===== src/verilog/core_consts.svh =====
`ifndef CORE_CONSTS_SVH
`define CORE_CONSTS_SVH

// data path width
`define XLEN 32

// architectural registers, r0 reads as zero
`define REG_COUNT 32

// instruction memory is word addressed
`define IM_AW 10

// data memory is byte addressed
`define DM_AW 12

`endif


===== src/verilog/core_pkg.sv =====
package core_pkg;

	// major opcodes, all-zero word is add r0, r0, r0
	typedef enum logic [5:0] {
		OP_ALU  = 6'h00,
		OP_ADDI = 6'h01,
		OP_ORI  = 6'h02,
		OP_LW   = 6'h03,
		OP_SW   = 6'h04
	} op_e;

	// values follow the funct encoding of OP_ALU
	typedef enum logic [3:0] {
		ALU_ADD = 4'd0,
		ALU_SUB = 4'd1,
		ALU_AND = 4'd2,
		ALU_OR  = 4'd3,
		ALU_XOR = 4'd4,
		ALU_SLT = 4'd5,
		ALU_SLL = 4'd6,
		ALU_SRL = 4'd7
	} alu_op_e;

	typedef union packed {
		struct packed {
			op_e opcode;
			logic [4:0] rt;
			logic [4:0] ra;
			logic [4:0] rb;
			logic [5:0] unused;
			logic [4:0] funct;
		} r;
		struct packed {
			op_e opcode;
			logic [4:0] rt;
			logic [4:0] ra;
			logic [15:0] imm16;
		} i;
	} instr_t;

	typedef struct packed {
		alu_op_e alu_op;
		logic use_imm;
		logic reg_write;
		logic dm_read;
		logic dm_write;
	} ctrl_t;

endpackage


===== src/verilog/bypass_if.sv =====
`timescale 1ns/1ps
`include "core_consts.svh"

interface bypass_if;
	logic [4:0] ex_dest;
	logic ex_reg_write;
	logic ex_is_load;
	logic [`XLEN-1:0] ex_result;

	logic [4:0] mem_dest;
	logic mem_reg_write;
	logic [`XLEN-1:0] mem_value;

	logic [4:0] wb_dest;
	logic wb_reg_write;
	logic [`XLEN-1:0] wb_value;

	modport stages (output ex_dest, ex_reg_write, ex_is_load, ex_result,
		mem_dest, mem_reg_write, mem_value, wb_dest, wb_reg_write, wb_value);

	modport unit (input ex_dest, ex_reg_write, ex_is_load, ex_result,
		mem_dest, mem_reg_write, mem_value, wb_dest, wb_reg_write, wb_value);
endinterface


===== src/verilog/decoder.sv =====
`timescale 1ns/1ps
`include "core_consts.svh"

module decoder (
	input core_pkg::instr_t instr,
	input logic valid,
	output logic [4:0] ra_addr,
	output logic [4:0] rb_addr,
	output logic [4:0] rt_addr,
	output logic [`XLEN-1:0] imm,
	output core_pkg::ctrl_t ctrl
);
	import core_pkg::*;

	alu_op_e funct_op;

	always_comb begin
		case (instr.r.funct)
			5'd1: funct_op = ALU_SUB;
			5'd2: funct_op = ALU_AND;
			5'd3: funct_op = ALU_OR;
			5'd4: funct_op = ALU_XOR;
			5'd5: funct_op = ALU_SLT;
			5'd6: funct_op = ALU_SLL;
			5'd7: funct_op = ALU_SRL;
			default: funct_op = ALU_ADD;
		endcase
	end

	always_comb begin
		ctrl = '0;
		ctrl.alu_op = ALU_ADD;
		ra_addr = instr.i.ra;
		rt_addr = instr.i.rt;
		rb_addr = 5'd0;
		imm = {{(`XLEN-16){instr.i.imm16[15]}}, instr.i.imm16};
		case (instr.i.opcode)
			OP_ALU: begin
				rb_addr = instr.r.rb;
				ctrl.alu_op = funct_op;
				ctrl.reg_write = valid;
			end
			OP_ADDI: begin
				ctrl.use_imm = 1'b1;
				ctrl.reg_write = valid;
			end
			OP_ORI: begin
				// logic immediate is zero extended
				imm = {{(`XLEN-16){1'b0}}, instr.i.imm16};
				ctrl.alu_op = ALU_OR;
				ctrl.use_imm = 1'b1;
				ctrl.reg_write = valid;
			end
			OP_LW: begin
				ctrl.use_imm = 1'b1;
				ctrl.dm_read = valid;
				ctrl.reg_write = valid;
			end
			OP_SW: begin
				// store data comes through the rb port
				rb_addr = instr.i.rt;
				ctrl.use_imm = 1'b1;
				ctrl.dm_write = valid;
			end
			default: begin
				ctrl.reg_write = 1'b0;
			end
		endcase
	end

	always_comb begin
		if (valid)
			assert final (instr.i.opcode inside {OP_ALU, OP_ADDI, OP_ORI, OP_LW, OP_SW})
				else $error("decoder: unknown opcode %h", instr.i.opcode);
	end
endmodule


===== src/verilog/regfile.sv =====
`timescale 1ns/1ps
`include "core_consts.svh"

module regfile (
	input logic clk,
	input logic arst_n,
	input logic [4:0] ra_addr,
	input logic [4:0] rb_addr,
	input logic wr_en,
	input logic [4:0] wr_addr,
	input logic [`XLEN-1:0] wr_data,
	output logic [`XLEN-1:0] ra_data,
	output logic [`XLEN-1:0] rb_data
);
	logic [`XLEN-1:0] regs [`REG_COUNT];

	always_ff @(posedge clk or negedge arst_n) begin
		if (!arst_n) begin
			for (int i = 0; i < `REG_COUNT; i++)
				regs[i] <= '0;
		end else if (wr_en && wr_addr != 5'd0) begin
			regs[wr_addr] <= wr_data;
		end
	end

	// read ports see the old value during a write
	assign ra_data = regs[ra_addr];
	assign rb_data = regs[rb_addr];

	// r0 must hold zero even after a write aimed at it
	a_r0_ra: assert property (
		@(posedge clk) disable iff (!arst_n)
		ra_addr == 5'd0 |-> ra_data == '0
	) else $error("regfile: r0 nonzero on port a");

	a_r0_rb: assert property (
		@(posedge clk) disable iff (!arst_n)
		rb_addr == 5'd0 |-> rb_data == '0
	) else $error("regfile: r0 nonzero on port b");
endmodule


===== src/verilog/forward.sv =====
`timescale 1ns/1ps
`include "core_consts.svh"

module forward (
	input logic [4:0] ra_addr,
	input logic [4:0] rb_addr,
	input logic [`XLEN-1:0] ra_data,
	input logic [`XLEN-1:0] rb_data,
	bypass_if.unit byp,
	output logic [`XLEN-1:0] op_a,
	output logic [`XLEN-1:0] op_b,
	output logic stall
);
	logic ra_hit_ex;
	logic rb_hit_ex;

	// youngest producer wins
	function automatic logic [`XLEN-1:0] pick(
		input logic [4:0] addr,
		input logic [`XLEN-1:0] rf_data
	);
		if (addr == 5'd0)
			return rf_data;
		if (byp.ex_reg_write && byp.ex_dest == addr)
			return byp.ex_result;
		if (byp.mem_reg_write && byp.mem_dest == addr)
			return byp.mem_value;
		if (byp.wb_reg_write && byp.wb_dest == addr)
			return byp.wb_value;
		return rf_data;
	endfunction

	assign op_a = pick(ra_addr, ra_data);
	assign op_b = pick(rb_addr, rb_data);

	assign ra_hit_ex = ra_addr != 5'd0 && byp.ex_dest == ra_addr;
	assign rb_hit_ex = rb_addr != 5'd0 && byp.ex_dest == rb_addr;

	// load data only exists in the memory stage
	assign stall = byp.ex_is_load && byp.ex_reg_write && (ra_hit_ex || rb_hit_ex);

	// a load in execute always has a destination to wait for
	always_comb begin
		assert final (!byp.ex_is_load || byp.ex_reg_write)
			else $error("forward: load in execute without a register write");
	end
endmodule


===== src/verilog/alu.sv =====
`timescale 1ns/1ps
`include "core_consts.svh"

module alu (
	input core_pkg::alu_op_e op,
	input logic [`XLEN-1:0] a,
	input logic [`XLEN-1:0] b,
	output logic [`XLEN-1:0] result,
	output logic overflow
);
	import core_pkg::*;

	logic [`XLEN-1:0] sum;
	logic [`XLEN-1:0] diff;
	logic [4:0] shamt;

	assign sum = a + b;
	assign diff = a - b;
	assign shamt = b[4:0];

	always_comb begin
		case (op)
			ALU_ADD: result = sum;
			ALU_SUB: result = diff;
			ALU_AND: result = a & b;
			ALU_OR:  result = a | b;
			ALU_XOR: result = a ^ b;
			ALU_SLT: result = {{(`XLEN-1){1'b0}}, $signed(a) < $signed(b)};
			ALU_SLL: result = a << shamt;
			ALU_SRL: result = a >> shamt;
			default: result = sum;
		endcase
	end

	// signed overflow: operand signs vs result sign
	always_comb begin
		case (op)
			ALU_ADD:
				overflow = (a[`XLEN-1] == b[`XLEN-1]) && (sum[`XLEN-1] != a[`XLEN-1]);
			ALU_SUB:
				overflow = (a[`XLEN-1] != b[`XLEN-1]) && (diff[`XLEN-1] != a[`XLEN-1]);
			default:
				overflow = 1'b0;
		endcase
	end
endmodule


===== src/verilog/core_top.sv =====
`timescale 1ns/1ps
`include "core_consts.svh"

module core_top (
	input logic clk,
	input logic arst_n,
	input logic [`XLEN-1:0] instr,
	input logic [`XLEN-1:0] dm_rdata,
	output logic [`IM_AW-1:0] im_addr,
	output logic dm_read,
	output logic dm_write,
	output logic [`DM_AW-1:0] dm_addr,
	output logic [`XLEN-1:0] dm_wdata,
	output logic alu_overflow
);
	import core_pkg::*;

	logic [`IM_AW-1:0] pc;
	logic stall;

	// decode stage
	logic id_valid;
	instr_t id_instr;
	logic [4:0] id_ra;
	logic [4:0] id_rb;
	logic [4:0] id_rt;
	logic [`XLEN-1:0] id_imm;
	ctrl_t id_ctrl;
	logic [`XLEN-1:0] ra_data;
	logic [`XLEN-1:0] rb_data;
	logic [`XLEN-1:0] op_a;
	logic [`XLEN-1:0] op_b;

	// execute stage
	logic ex_valid;
	ctrl_t ex_ctrl;
	logic [`XLEN-1:0] ex_op_a;
	logic [`XLEN-1:0] ex_op_b;
	logic [`XLEN-1:0] ex_imm;
	logic [4:0] ex_dest;
	logic [`XLEN-1:0] alu_b;
	logic [`XLEN-1:0] alu_result;
	logic alu_ovf;

	// memory and writeback stages
	logic mem_valid;
	ctrl_t mem_ctrl;
	logic [`XLEN-1:0] mem_result;
	logic [`XLEN-1:0] mem_wdata;
	logic [4:0] mem_dest;
	logic [`XLEN-1:0] mem_value;
	logic wb_valid;
	logic wb_write;
	logic [4:0] wb_dest;
	logic [`XLEN-1:0] wb_value;

	bypass_if byp ();

	always_ff @(posedge clk or negedge arst_n) begin
		if (!arst_n) begin
			pc <= '0;
			id_valid <= 1'b0;
		end else if (!stall) begin
			pc <= pc + 1'b1;
			id_valid <= 1'b1;
		end
	end

	always_ff @(posedge clk) begin
		if (!stall)
			id_instr <= instr;
	end

	always_ff @(posedge clk or negedge arst_n) begin
		if (!arst_n) begin
			ex_valid <= 1'b0;
			ex_ctrl <= '0;
			mem_valid <= 1'b0;
			mem_ctrl <= '0;
			wb_valid <= 1'b0;
			wb_write <= 1'b0;
			alu_overflow <= 1'b0;
		end else begin
			// a stall leaves a bubble in execute
			ex_valid <= id_valid && !stall;
			ex_ctrl <= id_ctrl;
			mem_valid <= ex_valid;
			mem_ctrl <= ex_ctrl;
			wb_valid <= mem_valid;
			wb_write <= mem_ctrl.reg_write;
			alu_overflow <= ex_valid && alu_ovf && !ex_ctrl.dm_read && !ex_ctrl.dm_write;
		end
	end

	always_ff @(posedge clk) begin
		ex_op_a <= op_a;
		ex_op_b <= op_b;
		ex_imm <= id_imm;
		ex_dest <= id_rt;
		mem_result <= alu_result;
		mem_wdata <= ex_op_b;
		mem_dest <= ex_dest;
		wb_value <= mem_value;
		wb_dest <= mem_dest;
	end

	assign im_addr = pc;
	assign alu_b = ex_ctrl.use_imm ? ex_imm : ex_op_b;

	assign dm_read = mem_valid && mem_ctrl.dm_read;
	assign dm_write = mem_valid && mem_ctrl.dm_write;
	assign dm_addr = mem_result[`DM_AW-1:0];
	assign dm_wdata = mem_wdata;
	assign mem_value = mem_ctrl.dm_read ? dm_rdata : mem_result;

	assign byp.ex_dest = ex_dest;
	assign byp.ex_reg_write = ex_valid && ex_ctrl.reg_write;
	assign byp.ex_is_load = ex_valid && ex_ctrl.dm_read;
	assign byp.ex_result = alu_result;
	assign byp.mem_dest = mem_dest;
	assign byp.mem_reg_write = mem_valid && mem_ctrl.reg_write;
	assign byp.mem_value = mem_value;
	assign byp.wb_dest = wb_dest;
	assign byp.wb_reg_write = wb_valid && wb_write;
	assign byp.wb_value = wb_value;

	decoder decoder_inst (.instr(id_instr), .valid(id_valid), .ra_addr(id_ra),
		.rb_addr(id_rb), .rt_addr(id_rt), .imm(id_imm), .ctrl(id_ctrl));

	regfile regfile_inst (.clk(clk), .arst_n(arst_n), .ra_addr(id_ra), .rb_addr(id_rb),
		.wr_en(byp.wb_reg_write), .wr_addr(wb_dest), .wr_data(wb_value),
		.ra_data(ra_data), .rb_data(rb_data));

	forward forward_inst (.ra_addr(id_ra), .rb_addr(id_rb), .ra_data(ra_data),
		.rb_data(rb_data), .byp(byp), .op_a(op_a), .op_b(op_b), .stall(stall));

	alu alu_inst (.op(ex_ctrl.alu_op), .a(ex_op_a), .b(alu_b), .result(alu_result),
		.overflow(alu_ovf));

	// the bubble behind a load clears the hazard
	a_stall_single: assert property (
		@(posedge clk) disable iff (!arst_n)
		stall |=> !stall
	) else $error("core_top: stall held for two cycles");

	a_dm_exclusive: assert property (
		@(posedge clk) disable iff (!arst_n)
		!(dm_read && dm_write)
	) else $error("core_top: data memory read and write together");
endmodule


===== config.mk =====
export PLATFORM = sky130hd
export DESIGN_NAME = core_top
export DESIGN_NICKNAME = d
export VERILOG_FILES = /design/src/verilog/core_pkg.sv /design/src/verilog/bypass_if.sv /design/src/verilog/decoder.sv /design/src/verilog/regfile.sv /design/src/verilog/forward.sv /design/src/verilog/alu.sv /design/src/verilog/core_top.sv
export VERILOG_INCLUDE_DIRS = /design/src /design/src/verilog
export SDC_FILE = /design/constraint.sdc
export NUM_CORES = 2
export LEC_CHECK = 0
export BUFFER_PORTS_ARGS = -buffer_cell sky130_fd_sc_hd__buf_4
export CAP_MARGIN = 10
export CELL_PAD_IN_SITES_DETAIL_PLACEMENT = 0
export CELL_PAD_IN_SITES_GLOBAL_PLACEMENT = 1
export CORE_UTILIZATION = 26
export CTS_CLUSTER_SIZE = 30
export DETAILED_ROUTE_END_ITERATION = 8
export GPL_ROUTABILITY_DRIVEN = 0
export HOLD_SLACK_MARGIN = 0.03
export PLACE_DENSITY = 0.49
export SLEW_MARGIN = 10
export SYNTH_ARGS = -nofsm -noshare
export SYNTH_HDL_FRONTEND = slang
export SYNTH_HIERARCHICAL = 1
export SYNTH_SLANG_ARGS = --single-unit

===== constraint.sdc =====
create_clock -name clk -period 7.9 [get_ports clk]
set_input_delay 0.79 -clock clk [delete_from_list [all_inputs] [get_ports clk]]
set_output_delay 0.79 -clock clk [all_outputs]
set_load 0.005 [all_outputs]

==> results_dict.tcl <==
set metrics [dict create \
    path_buf_inv 2 \
    rrSetupSlack_ns 2.16 \
    finalSetupViolCount 0 \
    vias_per_cell 5.45 \
    syn-instance-count 6733 \
    initial_core_util_pct 26.2 \
    required_ns 8.59 \
    critPathMaxStageDelay_ns 0.71 \
    relSlewSlack_pct 15.2 \
    p_sw_mw 5.18 \
    clkSlewWorstSetupHoldPaths_ns 0.06 \
    vias 56700 \
    drc_errors 0 \
    rsz0062_at_grt "false" \
    synth_flop_cell "dfrtp_1" \
    p_sw_share_pct 29.5 \
    cts_buffers 162 \
    synth_area_per_cell_sq_um 11.2 \
    status "completed" \
    crit_path_end_kind "flop" \
    totalPowerFinal_mw 17.6 \
    wl_per_cell_um 30.5 \
    path_cells "buf_4 > mux2_2 > inv_2 > ha_1 > o21bai_1 > a2111oi_2 > nor4bb_2 > o31ai_1 > nor4_1 > nor3_1 > a211o_1 > a221o_1 > a31oi_1 > o31ai_1" \
    ff2ff_path_depth 14 \
    die_y_um 539 \
    ys_types 104 \
    power.density_nw_per_um2 209 \
    slew_violations 0 \
    yosysSeqAreaShare_pct 41.8 \
    start_kind "flop" \
    hold_path_class "input pin to flop" \
    cts.sinks 1290 \
    io_pins 123 \
    area_growth_pct 12.1 \
    nets 6680 \
    cts_root_buffer "clkbuf_16" \
    post-route-period-util_pct 72.6 \
    drv_cap 0 \
    clk_latency_ns 0.86 \
    skew_ns 0.0573 \
    mostFrequentLayoutCell "mux2i_1" \
    antenna_found_initial 15 \
    min_path_cells 1 \
    layout_common_cells "mux2i_1 (1065), dfrtp_1 (1050), mux2_2 (1027), a21oi_1 (336), nand2_1 (312)" \
    async_reset_ff_share_pct 81.5 \
    drive_gt1_share_pct 26.4 \
    final.setup.worst_slack_ns 2.16 \
    firstDrtPassIters 7 \
    cts_tree "done" \
    fill_cells 29400 \
    ys_ff_latch 1290 \
    finalHoldViolations 0 \
    critPathMaxFanout 38 \
    tightest_slew_ns 1.27 \
    clock_power_share_pct 43.0 \
    drt_wl_total_um 317000 \
    dpl_worst_slack_ns 2.32 \
    synthesis.nets 6899 \
    crit_top_cell "o31ai_1" \
    cp_num_cells 14 \
    critPathKind "flop to flop" \
    synth_edf_count 32 \
    max_freq_mhz 174 \
    row_count 196 \
    cp.arrival_ns 6.43 \
    tns_ns 0 \
    die_x_um 539 \
    grt_start_max_net_pins 157 \
    crit_family "compound AO/OA/AOI/OAI gates" \
    p_int_mw 12.4 \
    ant_nets 0 \
    drt_iter0_markers 4804 \
    grt_pass1_wl_um 449000 \
    grt_use_total_pct 21.2 \
    clockBufferDepth 4 \
    grt_pass1_vias 57500 \
    htreeDepth 4 \
    power_frac_seq_pct 42.1 \
    yosysWarningCount 6 \
    finalCriticalPeriod_ns 5.74 \
    portBuffers 122 \
    placeableCoreArea_sq_um 286000 \
    synth.cell_area_sq_um 75100 \
    vdd.ir_drop.worst_mv 0.166 \
    cpMaxStageDelayCell "nor4_1" \
    leakage_nw 36.4 \
    pwr-share-comb_pct 14.8 \
    hpwl_um 195000 \
    die-area_sq_um 291000 \
    gr-total-overflow 0 \
]
## power by group through the flow
| stage | clock network, mW | registers, mW | logic (mW) |
|---|---|---|---|
| 2_1_floorplan | 0 | 7.31 | 1.64 |
| 3_3_place_gp | 0 | 7.50 | 2.57 |
| 3_5_place_dp | 0 | 7.51 | 2.58 |
| 4_1_cts | 7.77 | 7.39 | 2.59 |
| 5_1_grt | 8.02 | 7.45 | 2.78 |
| 6_report | 7.57 | 7.41 | 2.61 |
## state kept, by name (all words and copies together), names as in the netlist, 3 cells and up
signal / cells
byp.ex_dest: 5
byp.mem_dest: 5
byp.wb_dest: 5
byp.wb_value: 32
dm_wdata: 32
ex_ctrl: 8
ex_imm: 32
ex_op_a: 32
ex_op_b: 32
id_instr: 32
im_addr: 10
mem_ctrl: 3
mem_result: 32
regfile_inst/regs: 1024
## cell families after synthesis
family                     count (synthesis)  synth area share, %
muxes                                   2187                 31.7
DFF                                     1290                 41.8
AOI/OAI and AO/OA                       1266                 12.0
and+or+nand+nor                         1058                 6.93
buffers and inverters                    787                 5.34
adders and majority gates                100                 1.69
xor gates and xnor gates                  44                0.513
other                                      1              0.00500
## synth_stat cells (all sizes together), types with 35 or more instances
library cell	count	share of area, %
nor3	124	0.83
a22oi	215	2.1
mux2i	1065	14
o221ai	51	0.59
buf	361	3.2
mux2	1077	16
nor2	183	1.1
nand2b	40	0.34
clkbuf	321	1.6
a2bb2oi	41	0.64
a22o	131	1.5
o31ai	35	0.35
a211oi	57	0.58
mux4	45	1.3
ha	98	1.6
nand3	218	1.5
nand2	329	1.6
a31oi	102	0.89
dfrtp	1051	35
a21oi	336	2.2
inv	105	0.52
o21ai	85	0.57
dfxtp	207	5.5
## layer usage
layer / vias up / track usage (%) / wire, um
li1: 24500 / - / -
met1: 29900 / 28.8 / 144000
met2: 1877 / 34.6 / 147000
met3: 454 / 3.11 / 17000
met4: 2 / 6.15 / 9330
met5: - / 0 / 13
## final timing paths
| kind | from | end |
|---|---|---|
| min in group asynchronous | arst_n | regfile_inst/regs[452] |
| setup reg to reg | ex_ctrl[3] | ex_op_b[26] |
| setup / recovery | ex_ctrl[3] | ex_op_b[26] |
| max in group asynchronous | arst_n | regfile_inst/regs[650] |
| hold reg to reg | id_instr[10] | ex_imm[10] |
| hold / removal | instr[10] | id_instr[10] |
## layout make-up
cell class | instances | area, sq um | area share [%]
repair buffers | 299 | 2490 | 2.96
flip-flops and latches | 1290 | 31400 | 37.3
clock inverters | 45 | 494 | 0.587
clock buffers | 236 | 4800 | 5.70
well taps | 3762 | 4710 | 5.59
multi-input cells | 4656 | 39800 | 47.3
diodes | 6 | 15.0 | 0.0178
inverters | 105 | 394 | 0.468
## per-stage QoR
| step | util (%) | area, sq um | std cells | hold WS [ns] |
|---|---|---|---|---|
| global route | 29.4 | 84100 | 10400 | 0.0787 |
| detailed placement | 27.5 | 78800 | 10100 | 0.332 |
| global placement | 27.5 | 78800 | 10100 | 0.327 |
| finish | 29.4 | 84100 | 10400 | 0.108 |
| floorplan | - | 75100 | 6733 | 0.324 |
| CTS | 29.4 | 84100 | 10400 | 0.0429 |
## timing repair
action	in CTS	in global routing
hold buffers	1	0
gates resized for setup	0	0
endpoints found under the hold margin	37	0
setup buffers	0	0
(Power assumes the default switching activity.)
